File: config.mk
export PLATFORM = sky130hd
export DESIGN_NAME = ex_top
export DESIGN_NICKNAME = d
export VERILOG_FILES = /design/src/ncpu_ex_pkg.sv /design/src/ex_issue_if.sv /design/src/ex_add.sv /design/src/ex_alu.sv /design/src/ex_bru.sv /design/src/ex_commit.sv /design/src/ex_top.sv
export SDC_FILE = /design/constraint.sdc
export NUM_CORES = 1
export LEC_CHECK = 0
export ABC_AREA = 1
export BUFFER_PORTS_ARGS = -buffer_cell sky130_fd_sc_hd__buf_2
export CAP_MARGIN = 10
export CELL_PAD_IN_SITES_DETAIL_PLACEMENT = 0
export CELL_PAD_IN_SITES_GLOBAL_PLACEMENT = 1
export CORE_MARGIN = 4
export CORE_UTILIZATION = 35
export CTS_CLUSTER_DIAMETER = 60
export DETAILED_ROUTE_END_ITERATION = 8
export GPL_TIMING_DRIVEN = 0
export PLACE_DENSITY = 0.76
export SETUP_SLACK_MARGIN = 0.02
export SLEW_MARGIN = 30
export SYNTH_ARGS = -nofsm -noshare
export SYNTH_HDL_FRONTEND = slang
export SYNTH_HIERARCHICAL = 1
export SYNTH_SLANG_ARGS = --single-unit
File: constraint.sdc
create_clock -name clk -period 4.45 [get_ports clk]
set_clock_uncertainty 0.15 [all_clocks]
set_input_delay 0.89 -clock clk [delete_from_list [all_inputs] [get_ports clk]]
set_output_delay 0.89 -clock clk [all_outputs]
set_load 0.005 [all_outputs]
File: src/ncpu_ex_pkg.sv
// Execute stage shared definitions
package ncpu_ex_pkg;

   // Instruction size is 4 bytes
   localparam int NCPU_P_INSN_LEN = 2;

   // Branch opcode bus
   localparam int NCPU_BRU_IOPW = 8;

   // Conditional branches, one bit each
   localparam int NCPU_BRU_BEQ = 0;
   localparam int NCPU_BRU_BNE = 1;
   localparam int NCPU_BRU_BGTU = 2;
   localparam int NCPU_BRU_BGT = 3;
   localparam int NCPU_BRU_BLEU = 4;
   localparam int NCPU_BRU_BLE = 5;
   // Unconditional jumps
   // JMPREG takes its target from operand1
   localparam int NCPU_BRU_JMPREG = 6;
   // JMPREL is relative to the PC
   localparam int NCPU_BRU_JMPREL = 7;

   // ALU opcode bus
   localparam int NCPU_ALU_IOPW = 5;

   // ADD and SUB share the adder
   localparam int NCPU_ALU_ADD = 0;
   localparam int NCPU_ALU_SUB = 1;
   // Bitwise group
   localparam int NCPU_ALU_AND = 2;
   localparam int NCPU_ALU_OR = 3;
   localparam int NCPU_ALU_XOR = 4;

   // One-hot branch opcode
   typedef logic [NCPU_BRU_IOPW-1:0] bru_opc_t;

   // One-hot ALU opcode
   typedef logic [NCPU_ALU_IOPW-1:0] alu_opc_t;

endpackage

File: src/ex_issue_if.sv
// Execute issue bundle
`timescale 1ns/1ps

interface ex_issue_if
   import ncpu_ex_pkg::*;
#(
   parameter int CONFIG_DW = 64,
   parameter int CONFIG_AW = 64
);
   // Word address width
   localparam int PC_W = CONFIG_AW - NCPU_P_INSN_LEN;

   logic                  ex_valid;
   bru_opc_t              ex_bru_opc;
   alu_opc_t              ex_alu_opc;
   // PC and immediate are both in words
   logic [PC_W-1:0]       ex_pc;
   logic [PC_W-1:0]       ex_imm;
   logic [CONFIG_DW-1:0]  ex_operand1;
   logic [CONFIG_DW-1:0]  ex_operand2;
   logic                  ex_rf_we;
   // Next PC, return address for links
   logic [PC_W-1:0]       npc;

   // Adder picks add or sub from both opcodes
   modport add_mp (
      input ex_bru_opc, ex_alu_opc, ex_operand1, ex_operand2
   );

   // Branch unit sees nearly everything
   modport bru_mp (
      input ex_valid, ex_bru_opc, ex_pc, ex_imm, ex_operand1, ex_operand2,
      input ex_rf_we, npc
   );

   modport alu_mp (
      input ex_alu_opc, ex_operand1, ex_operand2
   );

endinterface

File: src/ex_add.sv
// Shared execute adder
`timescale 1ns/1ps

module ex_add
   import ncpu_ex_pkg::*;
#(
   parameter int CONFIG_DW = 64
)
(
   ex_issue_if.add_mp            issue,
   output logic [CONFIG_DW-1:0]  add_sum,
   output logic                  add_carry,
   output logic                  add_overflow
);
   logic                  sub;
   logic                  bcc;
   logic [CONFIG_DW-1:0]  opd_b;

   // Every conditional branch compares by subtraction
   assign bcc = issue.ex_bru_opc[NCPU_BRU_BEQ] | issue.ex_bru_opc[NCPU_BRU_BNE] |
                issue.ex_bru_opc[NCPU_BRU_BGTU] | issue.ex_bru_opc[NCPU_BRU_BGT] |
                issue.ex_bru_opc[NCPU_BRU_BLEU] | issue.ex_bru_opc[NCPU_BRU_BLE];

   assign sub = bcc | issue.ex_alu_opc[NCPU_ALU_SUB];

   // Two's complement, invert and carry in
   assign opd_b = sub ? ~issue.ex_operand2 : issue.ex_operand2;

   // One extra bit for the carry out
   assign {add_carry, add_sum} = {1'b0, issue.ex_operand1} + {1'b0, opd_b} +
                                 {{CONFIG_DW{1'b0}}, sub};

   // Signed overflow
   // same input signs, sum sign differs
   assign add_overflow = (issue.ex_operand1[CONFIG_DW-1] == opd_b[CONFIG_DW-1]) &
                         (add_sum[CONFIG_DW-1] != issue.ex_operand1[CONFIG_DW-1]);

endmodule

File: src/ex_alu.sv
// Integer logic and arithmetic unit
`timescale 1ns/1ps

module ex_alu
   import ncpu_ex_pkg::*;
#(
   parameter int CONFIG_DW = 64
)
(
   ex_issue_if.alu_mp            issue,
   // Sum or difference from the shared adder
   input  logic [CONFIG_DW-1:0]  add_sum,
   output logic [CONFIG_DW-1:0]  alu_dout
);
   logic                  sel_add;
   logic                  sel_and;
   logic                  sel_or;
   logic                  sel_xor;
   logic [CONFIG_DW-1:0]  res_and;
   logic [CONFIG_DW-1:0]  res_or;
   logic [CONFIG_DW-1:0]  res_xor;

   // Adder already knows add from sub
   assign sel_add = issue.ex_alu_opc[NCPU_ALU_ADD] | issue.ex_alu_opc[NCPU_ALU_SUB];
   assign sel_and = issue.ex_alu_opc[NCPU_ALU_AND];
   assign sel_or = issue.ex_alu_opc[NCPU_ALU_OR];
   assign sel_xor = issue.ex_alu_opc[NCPU_ALU_XOR];

   // Bitwise group
   assign res_and = issue.ex_operand1 & issue.ex_operand2;
   assign res_or = issue.ex_operand1 | issue.ex_operand2;
   assign res_xor = issue.ex_operand1 ^ issue.ex_operand2;

   // AND-OR select
   // zero when no opcode bit is set
   assign alu_dout = ({CONFIG_DW{sel_add}} & add_sum) |
                     ({CONFIG_DW{sel_and}} & res_and) |
                     ({CONFIG_DW{sel_or}} & res_or) |
                     ({CONFIG_DW{sel_xor}} & res_xor);

endmodule

File: src/ex_bru.sv
// Branch resolution unit
`timescale 1ns/1ps

module ex_bru
   import ncpu_ex_pkg::*;
#(
   parameter int CONFIG_DW = 64,
   parameter int CONFIG_AW = 64,
   localparam int PC_W = CONFIG_AW - NCPU_P_INSN_LEN
)
(
   ex_issue_if.bru_mp            issue,
   // Flags from the shared adder
   input  logic [CONFIG_DW-1:0]  add_sum,
   input  logic                  add_carry,
   input  logic                  add_overflow,
   // Redirect
   output logic                  b_taken,
   output logic [PC_W-1:0]       b_tgt,
   // Link value
   output logic [CONFIG_DW-1:0]  bru_dout,
   output logic                  bru_dout_valid
);
   logic                  cmp_eq;
   logic                  cmp_lt_s;
   logic                  cmp_lt_u;
   logic                  cond_hit;
   logic                  jmp_reg;
   logic                  jmp_rel;
   logic [PC_W-1:0]       tgt_bcc;
   logic [PC_W-1:0]       tgt_rel;
   logic [PC_W-1:0]       tgt_reg;
   logic [CONFIG_AW-1:0]  lnk_addr;

   // Equality needs no adder
   assign cmp_eq = (issue.ex_operand1 == issue.ex_operand2);

   // Sign of difference, corrected for overflow
   assign cmp_lt_s = add_sum[CONFIG_DW-1] ^ add_overflow;
   // No borrow means op1 >= op2
   assign cmp_lt_u = ~add_carry;

   assign jmp_reg = issue.ex_bru_opc[NCPU_BRU_JMPREG];
   assign jmp_rel = issue.ex_bru_opc[NCPU_BRU_JMPREL];

   // Six conditions, one-hot
   always_comb begin
      cond_hit = 1'b0;
      cond_hit |= issue.ex_bru_opc[NCPU_BRU_BEQ] & cmp_eq;
      cond_hit |= issue.ex_bru_opc[NCPU_BRU_BNE] & ~cmp_eq;
      cond_hit |= issue.ex_bru_opc[NCPU_BRU_BGTU] & ~cmp_lt_u & ~cmp_eq;
      cond_hit |= issue.ex_bru_opc[NCPU_BRU_BGT] & ~cmp_lt_s & ~cmp_eq;
      cond_hit |= issue.ex_bru_opc[NCPU_BRU_BLEU] & (cmp_lt_u | cmp_eq);
      cond_hit |= issue.ex_bru_opc[NCPU_BRU_BLE] & (cmp_lt_s | cmp_eq);
   end

   assign b_taken = issue.ex_valid & (cond_hit | jmp_reg | jmp_rel);

   // Candidate targets, all in words
   assign tgt_bcc = issue.ex_pc + issue.ex_imm;
   assign tgt_rel = issue.ex_pc + issue.ex_operand2[CONFIG_AW-1:NCPU_P_INSN_LEN];
   // Low byte bits dropped, not checked
   assign tgt_reg = issue.ex_operand1[CONFIG_AW-1:NCPU_P_INSN_LEN];

   assign b_tgt = ({PC_W{cond_hit}} & tgt_bcc) |
                  ({PC_W{jmp_rel}} & tgt_rel) |
                  ({PC_W{jmp_reg}} & tgt_reg);

   // Return address as a byte address
   assign lnk_addr = {issue.npc, {NCPU_P_INSN_LEN{1'b0}}};
   assign bru_dout = CONFIG_DW'(lnk_addr);

   // Only jumps link
   assign bru_dout_valid = (jmp_reg | jmp_rel) & issue.ex_rf_we;

endmodule

File: src/ex_commit.sv
// Execute stage output register
`timescale 1ns/1ps

module ex_commit
   import ncpu_ex_pkg::*;
#(
   parameter int CONFIG_DW = 64,
   parameter int CONFIG_AW = 64,
   localparam int PC_W = CONFIG_AW - NCPU_P_INSN_LEN
)
(
   input  logic                  clk,
   input  logic                  rst_n,
   // Issue qualifiers
   input  logic                  ex_valid,
   input  logic                  ex_rf_we,
   // Branch unit
   input  logic                  b_taken,
   input  logic [PC_W-1:0]       b_tgt,
   input  logic [CONFIG_DW-1:0]  bru_dout,
   input  logic                  bru_dout_valid,
   // ALU
   input  logic [CONFIG_DW-1:0]  alu_dout,
   // Writeback
   output logic                  wb_we,
   output logic [CONFIG_DW-1:0]  wb_data,
   // Fetch redirect
   output logic                  redirect,
   output logic [PC_W-1:0]       redirect_tgt
);
   logic                  we_nxt;
   logic [CONFIG_DW-1:0]  data_nxt;

   // Write only for a live instruction
   assign we_nxt = ex_valid & ex_rf_we;

   // Link beats the ALU result
   assign data_nxt = bru_dout_valid ? bru_dout : alu_dout;

   // One-cycle stage latency
   always_ff @(posedge clk) begin
      if (!rst_n) begin
         wb_we <= 1'b0;
         wb_data <= '0;
         redirect <= 1'b0;
         redirect_tgt <= '0;
      end else begin
         wb_we <= we_nxt;
         wb_data <= data_nxt;
         // b_taken already carries ex_valid
         redirect <= b_taken;
         redirect_tgt <= b_tgt;
      end
   end

endmodule

File: src/ex_top.sv
// Execute stage top
`timescale 1ns/1ps

module ex_top
   import ncpu_ex_pkg::*;
#(
   parameter int CONFIG_DW = 64,
   parameter int CONFIG_AW = 64,
   localparam int PC_W = CONFIG_AW - NCPU_P_INSN_LEN
)
(
   input  logic                  clk,
   input  logic                  rst_n,
   // Issued instruction
   input  logic                  ex_valid,
   input  bru_opc_t              ex_bru_opc,
   input  alu_opc_t              ex_alu_opc,
   input  logic [PC_W-1:0]       ex_pc,
   input  logic [PC_W-1:0]       ex_imm,
   input  logic [CONFIG_DW-1:0]  ex_operand1,
   input  logic [CONFIG_DW-1:0]  ex_operand2,
   input  logic                  ex_rf_we,
   input  logic [PC_W-1:0]       npc,
   // Registered results
   output logic                  wb_we,
   output logic [CONFIG_DW-1:0]  wb_data,
   output logic                  redirect,
   output logic [PC_W-1:0]       redirect_tgt
);
   logic [CONFIG_DW-1:0]  add_sum;
   logic                  add_carry;
   logic                  add_overflow;
   logic                  b_taken;
   logic [PC_W-1:0]       b_tgt;
   logic [CONFIG_DW-1:0]  bru_dout;
   logic                  bru_dout_valid;
   logic [CONFIG_DW-1:0]  alu_dout;

   // Issue bundle, fed straight from the ports
   ex_issue_if #(.CONFIG_DW(CONFIG_DW), .CONFIG_AW(CONFIG_AW)) issue_if ();

   assign issue_if.ex_valid = ex_valid;
   assign issue_if.ex_bru_opc = ex_bru_opc;
   assign issue_if.ex_alu_opc = ex_alu_opc;
   assign issue_if.ex_pc = ex_pc;
   assign issue_if.ex_imm = ex_imm;
   assign issue_if.ex_operand1 = ex_operand1;
   assign issue_if.ex_operand2 = ex_operand2;
   assign issue_if.ex_rf_we = ex_rf_we;
   assign issue_if.npc = npc;

   // One adder for ALU and branch compare
   ex_add #(.CONFIG_DW(CONFIG_DW)) add_inst (
      .issue         (issue_if.add_mp),
      .add_sum       (add_sum),
      .add_carry     (add_carry),
      .add_overflow  (add_overflow)
   );

   ex_bru #(.CONFIG_DW(CONFIG_DW), .CONFIG_AW(CONFIG_AW)) bru_inst (
      .issue           (issue_if.bru_mp),
      .add_sum         (add_sum),
      .add_carry       (add_carry),
      .add_overflow    (add_overflow),
      .b_taken         (b_taken),
      .b_tgt           (b_tgt),
      .bru_dout        (bru_dout),
      .bru_dout_valid  (bru_dout_valid)
   );

   ex_alu #(.CONFIG_DW(CONFIG_DW)) alu_inst (
      .issue     (issue_if.alu_mp),
      .add_sum   (add_sum),
      .alu_dout  (alu_dout)
   );

   // Valid and write enable bypass the bundle
   ex_commit #(.CONFIG_DW(CONFIG_DW), .CONFIG_AW(CONFIG_AW)) commit_inst (
      .clk             (clk),
      .rst_n           (rst_n),
      .ex_valid        (ex_valid),
      .ex_rf_we        (ex_rf_we),
      .b_taken         (b_taken),
      .b_tgt           (b_tgt),
      .bru_dout        (bru_dout),
      .bru_dout_valid  (bru_dout_valid),
      .alu_dout        (alu_dout),
      .wb_we           (wb_we),
      .wb_data         (wb_data),
      .redirect        (redirect),
      .redirect_tgt    (redirect_tgt)
   );

endmodule

==> metrics <==
outcome=finished, violations left; failing checks=setup timing; Worst Tran Pin Value=1.041 ns; Cell variety after synth=51; Worst setup SP type=primary input; CP required=4.68 ns; Relative slew margins=0.3060; EDFF count, synth=0; LEAKAGE=18.47 nW; sequential share of the synthesized area=0.09573; final hold viol count=0; Psw=3.342 mW; via count=31760; Via density=4.925; count leader, synth=nand2_1; Starting Density=0.3530; final core utilization=0.4187; Placed Area=29950 sq um; Peak supply drop=0.2929 mV; Die Area=80970 sq um; layout net count=6096; total routed wirelength=130.1 mm; Internal Power=3.629 mW; clk root buf=clkbuf_16; Post-synth top flop=dfxtp_1; ys async rst share=0; largest net degree at the start of global routing=17; DP HPWL=112.7 mm; routed length per instance=20.18 um; Clock Path Buffers=2; CP peak stage delay=0.35 ns; WP buf/inv=9; CTS sink count=128; Yosys warning total=6; synth cell count leaders=nand2_1, inv_1, nor2_1, ha_1, a21oi_1; unrepaired setup endpoints after global routing=true; HP Class=in -> reg; Comb pwr share=0.578; WS Path Type=in -> reg; Num CTS Buffers=17; synth top area cells=nand2_1, ha_1, inv_1; minimum clock period=4.460 ns; die height=284.5 um; fin area=31750 sq um; leading area contributor after synthesis=nand2_1; slowest stage cell on the critical path=ha_1; final period utilization=1.002; first-pass GRT wire length=187.6 mm; Clk pin slew, worst setup/hold paths=0.06 ns; synthesized flop and latch total=128; First-pass DRT Iterations=5; CP endpoint kind=flip-flop; vias in the first global route=30530; fmax=224.2 MHz; remaining antenna violation count after routing=0; Net Sw Frac=0.4794; total global routing overflow=0; Place WS=-2.264 ns; GPL Wtd Cong=0.9992; die width=284.5 um; share of cells above drive strength 1=0.1381; Syn-to-layout area delta=18.60%; power per cell area=219.6 nW/um^2; # port buffers=390; Setup Viol. Count Final=2; Syn Std Cell Area=26770 sq um; total power=6.972 mW; H-tree levels=4; initial antenna violation count=12; Rows=101; Seq pwr share=0.190; Final TNS setup=-0.01060 ns; final setup margin=-0.009994 ns; Residual DRC=0; core area=75820 sq um; Mean Syn Cell Area=5.369 sq um; CP Data Arrival Time=4.69 ns; Post-Synthesis Cells=4985; max-slew violation count=0; CP top delay family=simple AND/OR/NAND/NOR gates; top cell type's share of synthesized area=0.2255; DRT iter0 DRCs=2197; Max-cap violations=0; boundary pin count=459; Clock Power Share=0.231; TritonCTS clock tree=done; CP max FO=11; Tot GR Track Use=0.3094
[sequential cells by signal, indices dropped and copies added (netlist names)]
register / count
commit_inst/wb_data: 64
commit_inst/redirect_tgt: 62
commit_inst/redirect: 1
commit_inst/wb_we: 1
[final timing paths]
kind,startpoint,end,slack [ns],cells past startpoint
worst max-delay path,ex_bru_opc[5],commit_inst/redirect_tgt[25]$_SDFF_PN0_,-0.01,31
worst min-delay path,ex_rf_we,commit_inst/wb_we$_SDFF_PN0_,0.51,2
[power groups by stage]
stage          Sequential, mW  Combinational [mW]  Clock, mW
6_report                 1.33                4.03       1.61
5_1_grt                  1.34                4.44       1.68
4_1_cts                  1.33                3.91       1.65
3_5_place_dp             1.35                3.77          0
3_3_place_gp             1.35                3.77          0
2_1_floorplan            1.37                2.32          0
[metal layers]
layer | global-route usage | routed length (um)
met4 | 0.1221 | 5380
met2 | 0.5336 | 60870
met5 | 0 | 13
met1 | 0.3970 | 56170
met3 | 0.03007 | 7676
[per-stage QoR]
step                std cells  hold WS [ns]
floorplan                4986        0.8859
global placement         6354        0.9872
detailed placement       6354        0.9963
CTS                      6429        0.4781
global route             6448        0.5173
finish                   6448        0.5093
[layout make-up]
cell class                      instances  area, sq um
Tap cell                              978         1224
Inverter                             1018         3829
Fill cell                            8779        44080
Antenna cell                            9        22.52
Sequential cell                       128         2562
Multi-Input combinational cell       3687        19770
Timing Repair Buffer                  443         2479
Clock buffer                           17        425.4
Buffer                                154         1241
Clock inverter                         14        191.4
[repair_timing]
item,in CTS,in global routing
setup endpoints to repair,113,65
cloned,1,2
setup buffers,43,8
pin swaps,36,31
hold buffers,0,0
endpoints found under the hold margin,0,0
resized for setup,101,82
[layout by cell type, fill, tap and decap left out, types with 4 or more instances in the layout]
cell,n
a21o_1,17
a21oi_1,282
a21oi_2,19
a31oi_1,17
a31oi_4,4
buf_12,8
buf_2,408
buf_4,126
buf_6,35
buf_8,5
bufinv_16,4
clkbuf_1,9
clkbuf_16,19
clkinvlp_4,4
dfxtp_1,128
diode_2,9
ha_1,295
ha_2,10
ha_4,8
inv_1,996
inv_2,18
nand2_1,1589
nand2_2,22
nand3_1,199
nand3b_1,30
nand4_1,11
nor2_1,564
nor2_2,6
nor2_4,10
nor3_1,35
nor3_2,4
nor4_1,8
o21a_1,21
o21ai_0,171
o21ai_1,99
o21ai_2,14
o21bai_1,42
o22ai_1,6
xnor2_1,42
xor2_1,120
[logic make-up (layout without fill, tap and decap cells)]
kind of cell,after synthesis,after routing,synth area share
compound gates,707,707,0.1445
buf+inv,1172,1646,0.1855
simple gates,2495,2496,0.3712
other cells,1,11,0.0001401
fa+ha+maj,316,316,0.1486
flops,128,128,0.09573
xor+xnor,166,166,0.05432
Note: power is estimated with default switching activity, not from simulation.
